`src/hdl/slam_pkg.sv`:
```
package slam_pkg;

  // Q16.16 signed position or distance
  typedef logic signed [31:0] coord_t;
  // binary angle, full turn is 2^32
  typedef logic [31:0] angle_t;
  typedef logic [4:0] mem_addr_t;
  typedef logic [3:0] lm_count_t;

  localparam lm_count_t MAX_LANDMARKS = 4'd8;

  // state vector memory map
  localparam mem_addr_t ADDR_X       = 5'd0;
  localparam mem_addr_t ADDR_Y       = 5'd1;
  localparam mem_addr_t ADDR_THETA   = 5'd2;
  localparam mem_addr_t ADDR_LM_BASE = 5'd3;
  localparam int STATE_WORDS = 19;

  localparam int CORDIC_ITER = 16;
  // 1/K in Q1.16, about 0.60725
  localparam logic [16:0] CORDIC_GAIN_INV = 17'd39797;

  typedef enum logic [2:0] {
    STAGE_IDLE  = 3'd0,
    STAGE_PRD   = 3'd1,
    STAGE_NEW   = 3'd2,
    STAGE_UPD   = 3'd3,
    STAGE_ASSOC = 3'd4
  } stage_t;

  // one requester's access to the state ram
  typedef struct packed {
    logic      en;
    logic      we;
    mem_addr_t addr;
    coord_t    wdata;
  } mem_req_t;

  // rotator operand
  typedef struct packed {
    coord_t mag;
    angle_t ang;
  } rot_req_t;

endpackage

```
`src/hdl/state_ram.sv`:
```
module state_ram
  import slam_pkg::*;
(
  input  logic     clk,
  input  mem_req_t ram_req,
  output coord_t   ram_rdata
);

  // pose words then landmark pairs
  coord_t mem [STATE_WORDS];

  // one port, a write returns no data
  always_ff @(posedge clk) begin
    if (ram_req.en) begin
      if (ram_req.we) begin
        mem[ram_req.addr] <= ram_req.wdata;
      end else begin
        ram_rdata <= mem[ram_req.addr];
      end
    end
  end

endmodule

```
`src/hdl/state_mem_arbiter.sv`:
```
module state_mem_arbiter
  import slam_pkg::*;
(
  input  logic     clk,
  input  logic     sys_rst,
  input  mem_req_t eng_req,
  input  mem_req_t rd_req,
  output logic     eng_gnt,
  output logic     rd_gnt,
  output mem_req_t ram_req
);

  logic eng_prev_q;

  // engine used the port in the previous cycle
  always_ff @(posedge clk) begin
    if (sys_rst) begin
      eng_prev_q <= 1'b0;
    end else begin
      eng_prev_q <= eng_req.en;
    end
  end

  // engine always wins
  assign eng_gnt = eng_req.en;

  // readout also yields for one cycle after an engine access,
  // so a stage's read and write bursts stay back to back
  assign rd_gnt = rd_req.en && !eng_req.en && !eng_prev_q;

  always_comb begin
    ram_req = '0;
    if (eng_gnt) begin
      ram_req = eng_req;
    end else if (rd_gnt) begin
      ram_req = rd_req;
    end
  end

endmodule

```
`src/hdl/cordic_rotator.sv`:
```
module cordic_rotator
  import slam_pkg::*;
(
  input  logic     clk,
  input  logic     sys_rst,
  input  logic     rot_start,
  input  rot_req_t rot_in,
  output coord_t   rot_cos,
  output coord_t   rot_sin,
  output logic     rot_done
);

  // atan(2^-i) as a binary angle
  function automatic angle_t atan_lut(input logic [$clog2(CORDIC_ITER)-1:0] i);
    case (i)
      4'd0:    return 32'h2000_0000;
      4'd1:    return 32'h12E4_051E;
      4'd2:    return 32'h09FB_385B;
      4'd3:    return 32'h0511_11D4;
      4'd4:    return 32'h028B_0D43;
      4'd5:    return 32'h0145_D7E1;
      4'd6:    return 32'h00A2_F61E;
      4'd7:    return 32'h0051_7C55;
      4'd8:    return 32'h0028_BE53;
      4'd9:    return 32'h0014_5F2F;
      4'd10:   return 32'h000A_2F98;
      4'd11:   return 32'h0005_17CC;
      4'd12:   return 32'h0002_8BE6;
      4'd13:   return 32'h0001_45F3;
      4'd14:   return 32'h0000_A2FA;
      default: return 32'h0000_517D;
    endcase
  endfunction

  logic                           run_q, last_q, busy, load;
  logic [$clog2(CORDIC_ITER)-1:0] iter_q;
  coord_t                         x_q, y_q, x_sh, y_sh, mag_f;
  angle_t                         z_q, ang_f;
  logic                           fold;
  logic signed [49:0]             mag_scaled;

  assign busy = run_q | last_q;
  assign load = rot_start && !busy;

  // second and third quadrant turn by half a circle and flip the magnitude
  assign fold  = rot_in.ang[31] ^ rot_in.ang[30];
  assign mag_f = fold ? -rot_in.mag : rot_in.mag;
  assign ang_f = fold ? {~rot_in.ang[31], rot_in.ang[30:0]} : rot_in.ang;

  // pre-scale so the gain of the iterations cancels
  assign mag_scaled = mag_f * $signed({1'b0, CORDIC_GAIN_INV});

  assign x_sh = x_q >>> iter_q;
  assign y_sh = y_q >>> iter_q;

  always_ff @(posedge clk) begin
    if (sys_rst) begin
      run_q    <= 1'b0;
      last_q   <= 1'b0;
      rot_done <= 1'b0;
      iter_q   <= '0;
    end else begin
      rot_done <= last_q;
      last_q   <= run_q && (iter_q == CORDIC_ITER - 1);
      if (load) begin
        run_q  <= 1'b1;
        iter_q <= '0;
      end else if (run_q) begin
        iter_q <= iter_q + 1'b1;
        if (iter_q == CORDIC_ITER - 1) run_q <= 1'b0;
      end
    end
  end

  always_ff @(posedge clk) begin
    if (load) begin
      x_q <= mag_scaled[47:16];
      y_q <= '0;
      z_q <= ang_f;
    end else if (run_q) begin
      // drive the residual angle toward zero
      if (!z_q[31]) begin
        x_q <= x_q - y_sh;
        y_q <= y_q + x_sh;
        z_q <= z_q - atan_lut(iter_q);
      end else begin
        x_q <= x_q + y_sh;
        y_q <= y_q - x_sh;
        z_q <= z_q + atan_lut(iter_q);
      end
    end
    if (last_q) begin
      rot_cos <= x_q;
      rot_sin <= y_q;
    end
  end

endmodule

```
`src/hdl/state_readout.sv`:
```
module state_readout
  import slam_pkg::*;
(
  input  logic      clk,
  input  logic      sys_rst,
  input  logic      state_vector_start,
  input  lm_count_t landmark_num,
  output mem_req_t  rd_req,
  input  logic      rd_gnt,
  input  coord_t    ram_rdata,
  output coord_t    state_vector,
  output logic      state_vector_valid
);

  logic      active_q;
  mem_addr_t addr_q, last_addr;

  // theta is word 2, each landmark adds two
  assign last_addr = ADDR_THETA + {landmark_num, 1'b0};

  assign rd_req.en    = active_q;
  assign rd_req.we    = 1'b0;
  assign rd_req.addr  = addr_q;
  assign rd_req.wdata = '0;

  assign state_vector = ram_rdata;

  always_ff @(posedge clk) begin
    if (sys_rst) begin
      active_q           <= 1'b0;
      addr_q             <= ADDR_X;
      state_vector_valid <= 1'b0;
    end else begin
      // data of a granted read is on ram_rdata next cycle
      state_vector_valid <= rd_gnt;
      if (!active_q && state_vector_start) begin
        active_q <= 1'b1;
        addr_q   <= ADDR_X;
      end else if (active_q && rd_gnt) begin
        addr_q <= addr_q + 5'd1;
        if (addr_q == last_addr) active_q <= 1'b0;
      end
    end
  end

endmodule

```
`src/hdl/stage_engine.sv`:
```
module stage_engine
  import slam_pkg::*;
(
  input  logic      clk,
  input  logic      sys_rst,
  input  logic      stage_start,
  input  stage_t    stage,
  input  coord_t    vlr,
  input  coord_t    rk,
  input  angle_t    alpha,
  input  angle_t    phi,
  output logic      stage_rdy,
  output lm_count_t landmark_num,
  output logic      rot_start,
  output rot_req_t  rot_in,
  input  coord_t    rot_cos,
  input  coord_t    rot_sin,
  input  logic      rot_done,
  output mem_req_t  eng_req,
  input  logic      eng_gnt,
  input  coord_t    ram_rdata
);

  typedef enum logic [3:0] {
    S_INIT_X, S_INIT_Y, S_INIT_T, S_IDLE,
    S_RD_X, S_RD_Y, S_RD_T, S_LOAD,
    S_ROT_GO, S_ROT_WAIT, S_LM_ADDR,
    S_WR_X, S_WR_Y, S_WR_T, S_FIN
  } eng_state_t;

  eng_state_t state_q, state_d;
  stage_t     stage_q;
  coord_t     x_q, y_q;
  angle_t     theta_q;
  mem_addr_t  lm_addr_q, ret_addr_q;
  logic       ret_vld_q;
  logic       is_prd;

  assign is_prd    = (stage_q == STAGE_PRD);
  assign stage_rdy = (state_q == S_IDLE);
  assign rot_start = (state_q == S_ROT_GO);
  assign rot_in.mag = is_prd ? vlr : rk;
  assign rot_in.ang = is_prd ? theta_q : theta_q + phi;

  always_comb begin
    state_d = state_q;
    unique case (state_q)
      S_INIT_X: if (eng_gnt) state_d = S_INIT_Y;
      S_INIT_Y: if (eng_gnt) state_d = S_INIT_T;
      S_INIT_T: if (eng_gnt) state_d = S_IDLE;
      S_IDLE: begin
        if (stage_start) begin
          // upd and assoc have no datapath here
          if (stage == STAGE_PRD || stage == STAGE_NEW) state_d = S_RD_X;
          else state_d = S_FIN;
        end
      end
      S_RD_X:   if (eng_gnt) state_d = S_RD_Y;
      S_RD_Y:   if (eng_gnt) state_d = S_RD_T;
      S_RD_T:   if (eng_gnt) state_d = S_LOAD;
      S_LOAD:   state_d = S_ROT_GO;
      S_ROT_GO: state_d = S_ROT_WAIT;
      S_ROT_WAIT: begin
        if (rot_done) begin
          if (is_prd) state_d = S_WR_X;
          else if (landmark_num < MAX_LANDMARKS) state_d = S_LM_ADDR;
          else state_d = S_FIN;
        end
      end
      S_LM_ADDR: state_d = S_WR_X;
      S_WR_X:    if (eng_gnt) state_d = S_WR_Y;
      S_WR_Y:    if (eng_gnt) state_d = is_prd ? S_WR_T : S_FIN;
      S_WR_T:    if (eng_gnt) state_d = S_FIN;
      default:   state_d = S_IDLE;
    endcase
  end

  always_comb begin
    eng_req = '0;
    unique case (state_q)
      S_INIT_X: eng_req = '{en: 1'b1, we: 1'b1, addr: ADDR_X, wdata: '0};
      S_INIT_Y: eng_req = '{en: 1'b1, we: 1'b1, addr: ADDR_Y, wdata: '0};
      S_INIT_T: eng_req = '{en: 1'b1, we: 1'b1, addr: ADDR_THETA, wdata: '0};
      S_RD_X:   eng_req = '{en: 1'b1, we: 1'b0, addr: ADDR_X, wdata: '0};
      S_RD_Y:   eng_req = '{en: 1'b1, we: 1'b0, addr: ADDR_Y, wdata: '0};
      S_RD_T:   eng_req = '{en: 1'b1, we: 1'b0, addr: ADDR_THETA, wdata: '0};
      S_WR_X: begin
        eng_req = '{en: 1'b1, we: 1'b1, addr: is_prd ? ADDR_X : lm_addr_q,
                    wdata: x_q + rot_cos};
      end
      S_WR_Y: begin
        eng_req = '{en: 1'b1, we: 1'b1,
                    addr: is_prd ? ADDR_Y : mem_addr_t'(lm_addr_q + 5'd1),
                    wdata: y_q + rot_sin};
      end
      S_WR_T: begin
        eng_req = '{en: 1'b1, we: 1'b1, addr: ADDR_THETA,
                    wdata: coord_t'(theta_q + alpha)};
      end
      default: eng_req = '0;
    endcase
  end

  always_ff @(posedge clk) begin
    if (sys_rst) begin
      state_q      <= S_INIT_X;
      landmark_num <= '0;
      ret_vld_q    <= 1'b0;
    end else begin
      state_q   <= state_d;
      ret_vld_q <= eng_gnt && !eng_req.we;
      // count moves once the landmark y word is in
      if (state_q == S_WR_Y && eng_gnt && !is_prd) landmark_num <= landmark_num + 4'd1;
    end
  end

  always_ff @(posedge clk) begin
    ret_addr_q <= eng_req.addr;
    if (state_q == S_IDLE && stage_start) stage_q <= stage;
    if (state_q == S_LM_ADDR) lm_addr_q <= ADDR_LM_BASE + {landmark_num, 1'b0};
    // read data lands one cycle after its grant
    if (ret_vld_q) begin
      case (ret_addr_q)
        ADDR_X:     x_q <= ram_rdata;
        ADDR_Y:     y_q <= ram_rdata;
        ADDR_THETA: theta_q <= angle_t'(ram_rdata);
        default:    ;
      endcase
    end
  end

endmodule

```
`src/hdl/slam_top.sv`:
```
module slam_top
  import slam_pkg::*;
(
  input  logic      clk,
  input  logic      sys_rst,
  input  stage_t    stage_val,
  output logic      stage_rdy,
  input  coord_t    vlr,
  input  angle_t    alpha,
  input  coord_t    rk,
  input  angle_t    phi,
  input  logic      state_vector_start,
  output coord_t    state_vector,
  output logic      state_vector_valid,
  output lm_count_t landmark_num
);

  stage_t   stage_val_q;
  logic     stage_start_q;
  logic     cmd_edge;
  coord_t   vlr_q, rk_q;
  angle_t   alpha_q, phi_q;

  rot_req_t rot_in;
  logic     rot_start, rot_done;
  coord_t   rot_cos, rot_sin;

  mem_req_t eng_req, rd_req, ram_req;
  logic     eng_gnt, rd_gnt;
  coord_t   ram_rdata;

  // a command starts when stage_val leaves idle
  assign cmd_edge = (stage_val != STAGE_IDLE) && (stage_val_q == STAGE_IDLE);

  always_ff @(posedge clk) begin
    if (sys_rst) begin
      stage_val_q   <= STAGE_IDLE;
      stage_start_q <= 1'b0;
    end else begin
      stage_val_q   <= stage_val;
      stage_start_q <= cmd_edge;
    end
  end

  // odometry for prediction, measurement for the rest
  always_ff @(posedge clk) begin
    if (cmd_edge) begin
      if (stage_val == STAGE_PRD) begin
        vlr_q   <= vlr;
        alpha_q <= alpha;
      end else begin
        rk_q  <= rk;
        phi_q <= phi;
      end
    end
  end

  stage_engine u_stage_engine (
    .clk, .sys_rst,
    .stage_start (stage_start_q),
    .stage       (stage_val_q),
    .vlr         (vlr_q),
    .rk          (rk_q),
    .alpha       (alpha_q),
    .phi         (phi_q),
    .stage_rdy, .landmark_num,
    .rot_start, .rot_in, .rot_cos, .rot_sin, .rot_done,
    .eng_req, .eng_gnt, .ram_rdata
  );

  cordic_rotator u_cordic_rotator (
    .clk, .sys_rst,
    .rot_start, .rot_in, .rot_cos, .rot_sin, .rot_done
  );

  state_mem_arbiter u_state_mem_arbiter (
    .clk, .sys_rst,
    .eng_req, .rd_req, .eng_gnt, .rd_gnt, .ram_req
  );

  state_ram u_state_ram (
    .clk, .ram_req, .ram_rdata
  );

  state_readout u_state_readout (
    .clk, .sys_rst,
    .state_vector_start, .landmark_num,
    .rd_req, .rd_gnt, .ram_rdata,
    .state_vector, .state_vector_valid
  );

endmodule

```
`config.mk`:
```
export PLATFORM = sky130hd
export DESIGN_NAME = slam_top
export DESIGN_NICKNAME = d
export VERILOG_FILES = /design/src/hdl/slam_pkg.sv /design/src/hdl/state_ram.sv /design/src/hdl/state_mem_arbiter.sv /design/src/hdl/cordic_rotator.sv /design/src/hdl/state_readout.sv /design/src/hdl/stage_engine.sv /design/src/hdl/slam_top.sv
export SDC_FILE = /design/constraint.sdc
export NUM_CORES = 2
export LEC_CHECK = 0
export ABC_AREA = 0
export ABC_CLOCK_PERIOD_IN_PS = 13500
export BUFFER_PORTS_ARGS = -buffer_cell sky130_fd_sc_hd__buf_2
export CORE_UTILIZATION = 55
export CTS_CLUSTER_SIZE = 30
export DETAILED_ROUTE_END_ITERATION = 12
export GPL_TIMING_DRIVEN = 1
export PLACE_DENSITY_LB_ADDON = 0.15
export SETUP_SLACK_MARGIN = 0.02
export SLEW_MARGIN = 10
export SYNTH_ARGS = -nofsm -noshare
export SYNTH_HDL_FRONTEND = slang
export SYNTH_SLANG_ARGS = --single-unit
```
`constraint.sdc`:
```
create_clock -name clk -period 13.5 [get_ports clk]
set_input_delay 2.025 -clock clk [delete_from_list [all_inputs] [get_ports clk]]
set_output_delay 2.025 -clock clk [all_outputs]
set_load 0.01 [all_outputs]
```
-- Word level (Yosys, flattened, before mapping)
Memory sizes are Yosys's and may differ from the RTL's. A register that Yosys moved wholly into a read port is not among the register bits.
Index checks and enable logic that the tools add are counted.
- bits in latches: 0
- output and inout port bits: 38
- input port bits: 134
- logic and storage cells: 175
- ROM bits: 960
- register bits: 425
- RAM bits: 608
- memories kept: 3
- memories (memory ; depth ; bits a word ; read ports ; clocked after Yosys merged registers in ; wr ports ; RTL line ; source):
    u_state_ram.mem ; 19 ; 32 ; 1 ; 1 ; 1 ; state_ram.sv:10 ; coord_t mem [STATE_WORDS];
    (no name shown) ; 16 ; 30 ; 1 ; 1 ; 0 ; cordic_rotator.sv:15 ; case (i)
    (no name shown) ; 16 ; 30 ; 1 ; 1 ; 0 ; cordic_rotator.sv:15 ;
- $lt $le $gt $ge: 1
- bitwise gates (word level): 5
- shift-type cells: 2
- add/subtract/negate cells: 17
- reduce and logical (&&, ||, !) cells: 35
- div/mod/pow operators: 0
- eq/ne operators: 32
- mux-type cells: 51
- multiply operators: 1
- operator list (kind ; number):
    $mux W32 ; 17
    $pmux W39 S9 ; 1
    $add A32 B32 Y32 ; 7
    $sub A32 B32 Y32 ; 3
    $mux W39 ; 2
    $mux W4 ; 17
    $sshr A32 B4 Y32 ; 2
    $pmux W4 S14 ; 1
    $mul A32 B17 Y48 const B ; 1
    $neg A32 Y32 ; 1
    $eq A4 B4 Y1 const B ; 7
    $ne A2 B1 Y1 const B ; 11
    $eq A4 B3 Y1 const B ; 4
    $reduce_and A2 Y1 ; 7
    $logic_and A1 B1 Y1 ; 11
    $reduce_and A11 Y1 ; 1
    $add A2 B5 Y5 const A ; 2
    $add A5 B1 Y5 const B ; 2
    $mux W5 ; 2
    $eq A3 B1 Y1 const B ; 3
    $mux W1 ; 9
    $add A4 B1 Y4 const B ; 2
    $eq A4 B2 Y1 const B ; 2
    $logic_not A1 Y1 ; 6
    other kinds (18) ; 23

-- Longest topological paths before layout
- depth after elaboration: 11
- gate-level depth with buffers: 45
- depth with buffers taken out: 38

-- By module
From an unflattened synthesis, not the netlist that was laid out.
- cells, all modules: 6175
- area, all modules: 69650.6 um^2
- by module, submodules not included (module ; area an instance (um^2) ; cells an instance ; sequential area each (um^2) ; instances):
    cordic_rotator ; 27860.5 ; 3070 ; 5225.0 ; 1
    state_ram ; 24587.3 ; 1352 ; 19218.4 ; 1
    stage_engine ; 11652.4 ; 1374 ; 3373.2 ; 1
    slam_top ; 3986.3 ; 141 ; 3923.8 ; 1
    state_readout ; 847.1 ; 106 ; 140.1 ; 1
    state_mem_arbiter ; 716.9 ; 132 ; 20.0 ; 1

-- Worst setup path before layout
OpenSTA, ideal clock, no wires.
- path type: reg2reg
- start point: reg u_stage_engine.stage_q[1]
- end point: reg u_cordic_rotator.x_q[26], data pin
- path buffers: 10
- path slack: 2405 ps
- required time: 13244 ps
- cell stages (with the launch flop): 45
- setup time: 256 ps
- clock period less this slack: 11095 ps
- data arrival time: 10839 ps
- cells stage by stage: edfxtp_1 nor3b_1 buf_1 clkbuf_1 clkbuf_1 clkbuf_1 buf_2 clkbuf_1 clkbuf_1 buf_1 mux2i_1 ha_1 and2_1 clkbuf_1 nand3_1 nor2_1 nand3_1 or2_1 (+9 left out) fa_1 inv_1 fa_1 fa_1 inv_1 fa_1 inv_1 ha_1 a21o_1 a21o_1 a21o_1 a21o_1 a21oi_1 o21ai_0 a22o_1 or2_2 or3_1 a31o_2
- longest elaborated chain between the ends: 6
- elaborated cells on any way between the ends: 8
- those cells by class: add/sub: 1; mul: 1; eq/ne: 1; mux: 4; bitwise: 1
- RTL lines (element ; RTL line ; source):
    start, declared ; stage_engine.sv:32 ; stage_t stage_q;
    start signal, assigned ; stage_engine.sv:119 ; if (state_q == S_IDLE && stage_start) stage_q <= stage;
    $eq A3 B1 Y1 (*) ; stage_engine.sv:39 ; assign is_prd = (stage_q == STAGE_PRD);
    $mux W32, on equally long branches ; stage_engine.sv:42, stage_engine.sv:43 ;
    $neg A32 Y32 / $xor A1 B1 Y1 (equally long branches) ; cordic_rotator.sv:47, cordic_rotator.sv:46 ;
    $mux W32 (*) ; cordic_rotator.sv:47 ; assign mag_f = fold ? -rot_in.mag : rot_in.mag;
    $mul A32 B17 Y48 (*) ; cordic_rotator.sv:51 ; assign mag_scaled = mag_f * $signed({1'b0, CORDIC_GAIN_INV});
    $mux W32 (*) ; cordic_rotator.sv:76 ; if (load) begin
    end signal, assigned ; cordic_rotator.sv:77 ; x_q <= mag_scaled[47:16];
    end signal, assigned ; cordic_rotator.sv:83 ; x_q <= x_q - y_sh;
    end signal, assigned ; cordic_rotator.sv:87 ; x_q <= x_q + y_sh;
    end, declared ; cordic_rotator.sv:37 ; coord_t x_q, y_q, x_sh, y_sh, mag_f;
Mark *: on every way between the ends. The rest lies on a longest branch, timed or not.
A chain may end at the register's enable or synchronous reset.

-- Final worst setup path
- start point: reg u_stage_engine.theta_q[0]
- end point: reg u_cordic_rotator.x_q[11], data pin
- longest elaborated chain between the ends: 6
- RTL lines (element ; RTL line ; source):
    start, declared ; stage_engine.sv:34 ; angle_t theta_q;
    start signal, assigned ; stage_engine.sv:126 ; ADDR_THETA: theta_q <= angle_t'(ram_rdata);
    $add A32 B32 Y32 ; stage_engine.sv:43 ; assign rot_in.ang = is_prd ? theta_q : theta_q + phi;
    $mux W32 ; stage_engine.sv:43 ;
    $xor A1 B1 Y1 ; cordic_rotator.sv:46 ; assign fold = rot_in.ang[31] ^ rot_in.ang[30];
    $mux W32 ; cordic_rotator.sv:47 ;
    $mul A32 B17 Y48 ; cordic_rotator.sv:51 ;
    $mux W32 ; cordic_rotator.sv:76 ;
Every way passes these cells.

==> flow_summary.yaml <==
clock_network:
  cts_tree: "done"
  post-cts-setup-buffer-count: 0
  root_buffer: "clkbuf_16"
  clk_pin_slew_ns: 0.06
  clock_path_buffers: 3
  post_cts_resized: 0
  cts-htree-levels: 3
  clock_sinks: 1094
  cts_buffers: 115
  clock_latency_ns: 0.77
  hold_buffers: 0
synthesis:
  synth_compound_area_frac: 0.1413
  synth_fa_ha_area_frac: 0.1459
  synth_edf_count: 999
  synth_mux_area_frac: 0.04215
  syn_inst: 6148
  synth_seq_cells: 1094
  synth_flop_cell: "edfxtp_1"
  ys_seq_area_frac: 0.4644
  ys_warn_count: 0
  synthesis.nets: 6955
  synthTopCellsByArea: "edfxtp_1 (44%), ha_1 (8.4%), fa_1 (6.2%)"
  synth_top_family_by_area: "adder cells"
  synthArstFlopShare: 0
  synth_cell_types: 101
  yosysTopAreaCell: "edfxtp_1"
  yosysTopAreaCellShare: 0.4367
  syn_area_um2: 68700
  yosys.area_share.simple: 0.1097
  avgSynthCellArea_um2: 11.17
  synth_xor_xnor_area_share: 0.05608
global_route:
  grt_pass1_wl_mm: 310.3
  grt_pass1_vias: 49250
  groute.usage.overall: 0.3285
  grt_max_degree: 207
  antenna_found_initial: 29
  grt_overflow: 0
timing:
  relSlewSlack: 0.1344
  finalHoldViolCount: 0
  tightest_slew_ns: 1.291
  setup_tns_ns: 0
  fin_skew_ns: 0.06595
  max_freq_mhz: 88.33
  setup_violations: 0
  final_max_slew_viol_count: 0
  finalCriticalPeriod_ns: 11.32
  grt_setup_unrepaired: "false"
  finalCritPeriodShare: 0.8386
setup_path:
  endpoint_kind: "register"
  slowest_delay_ns: 0.84
  cpMostUsedCell: "inv_1"
  arrival_ns: 11.78
  crit_path_start_kind: "register"
  cp_slowest_cell: "o211a_1"
  critPathKind: "register to register"
  crit_path_max_fanout: 32
  worst_ep_required_time_ns: 13.96
floorplan:
  row_count: 129
  core_um2: 123800
  start_util: 0.5549
  die_area_um2: 126300
  io_pins: 172
  die_h_um: 355.4
  die_w_um: 355.4
layout:
  post-route-util: 0.6091
  drive_gt1_frac: 0.09617
  most-common-layout-cells: "edfxtp_1 (999), nand2_1 (610), inv_1 (473)"
  final_common_cell: "edfxtp_1"
  final_cells: 8022
  area_growth_pct: 9.762
  nNetsFinal: 7083
drt:
  drt_pass1_iterations: 12
  vias: 50310
  drtIter0Drc: 5397
  routed_wl_mm: 207.8
  routedWlPerCell_um: 25.91
  drc: 48
  vias_per_cell: 6.272
  ant_nets: 0
place:
  portBuffers: 171
  gp_congestion: 0.9637
  hpwlAfterDp_mm: 147.7
  placed_cells: 7796
status:
  violations: "design-rule violations"
  status: "finished with violations"
worst_hold_path:
  hp-class: "register to register"
job:
  max-cap-violations: 0
## per-stage QoR
step           hold WS [ns]  instance area (µm²)  setup WS, ns
2_1_floorplan        0.4231                68700         2.405
3_3_place_gp         0.4457                71650         2.619
3_5_place_dp         0.4461                71650         2.254
4_1_cts              0.4664                75360         2.233
5_1_grt              0.4863                75390         1.143
6_report             0.4667                75400         2.179
## cells in the mapped netlist, drive strengths merged, types with 13 or more instances
cell type  count
and3          35
o21bai        43
buf           42
or2           16
nand2        611
o21ai        298
clkbuf       213
inv          476
xnor2        249
nor3         109
xor2         183
a311oi       135
mux2          24
o31ai         38
nor4          19
ha           461
fa           212
a211oi       169
a21o         122
mux2i         65
a31oi         50
a21boi        16
o211ai        55
nor2         286
nor3b         13
a21oi        323
nand4         28
and2         162
nor2b         48
mux4          84
dfxtp         95
nand2b        42
a22oi         28
edfxtp       999
o21a          58
or3           25
nand3        137
## cells by family after synthesis
logic type      Yosys count
compound gates         1462
mux                     173
simple gates           1579
buf+inv                 731
fa+ha+maj               674
flops                  1094
xor+xnor                435
## per-layer routing
metal	vias to the layer above	GRT usage	wire [µm]
met5	-	0	118
met4	18	0.1113	7391
met3	394	0.06282	17510
met2	2067	0.5336	97210
met1	24960	0.4422	85580
li1	22870	-	-
## worst max-delay path, delay by kind of cell, from the launching register on
kind                       cells  cell delay [ns]
AOI/OAI and AO/OA             13             3.67
adders and majority gates      9             3.61
xor gates and xnor gates       4             1.70
and+or+nand+nor                4             1.08
buffers and inverters          6             0.57
DFF                            1             0.38
## area by class of cell
type	count	area [µm²]
Fill cell	9940	48390
Multi-Input combinational cell	4323	34330
Sequential cell	1094	31910
Clock buffer	144	3017
Tap cell	1637	2048
Inverter	476	1787
Timing Repair Buffer	266	1594
Clock inverter	71	695.7
Antenna cell	11	27.53
## path summary, 6_finish.rpt
path,startpoint,end,slack [ns],cells after the start
max,u_stage_engine.theta_q[0]$_DFFE_PP_,u_cordic_rotator.x_q[11]$_DFFE_PP_,2.18,36
min,u_cordic_rotator.y_q[0]$_SDFFE_PP0P_,u_cordic_rotator.rot_sin[0]$_DFFE_PP_,0.47,0
max reg2reg,u_stage_engine.theta_q[0]$_DFFE_PP_,u_cordic_rotator.x_q[11]$_DFFE_PP_,2.18,36
min reg2reg,u_cordic_rotator.y_q[0]$_SDFFE_PP0P_,u_cordic_rotator.rot_sin[0]$_DFFE_PP_,0.47,0
## flip-flops by register name (all words and copies together), names as in the netlist, 32 cells and up, named ones only
signal                    cells
vlr_q                        32
u_cordic_rotator.y_q         32
u_cordic_rotator.rot_cos     32
alpha_q                      32
rk_q                         32
u_cordic_rotator.rot_sin     32
u_stage_engine.y_q           32
u_state_ram.ram_rdata        32
u_cordic_rotator.z_q         32
u_stage_engine.theta_q       32
u_stage_engine.x_q           32
u_state_ram.mem             608
u_cordic_rotator.x_q         32
phi_q                        32
Power is left out: the tool's default activity adds up to more than one toggle a clock period on the data nets, which glitch-free logic cannot reach.
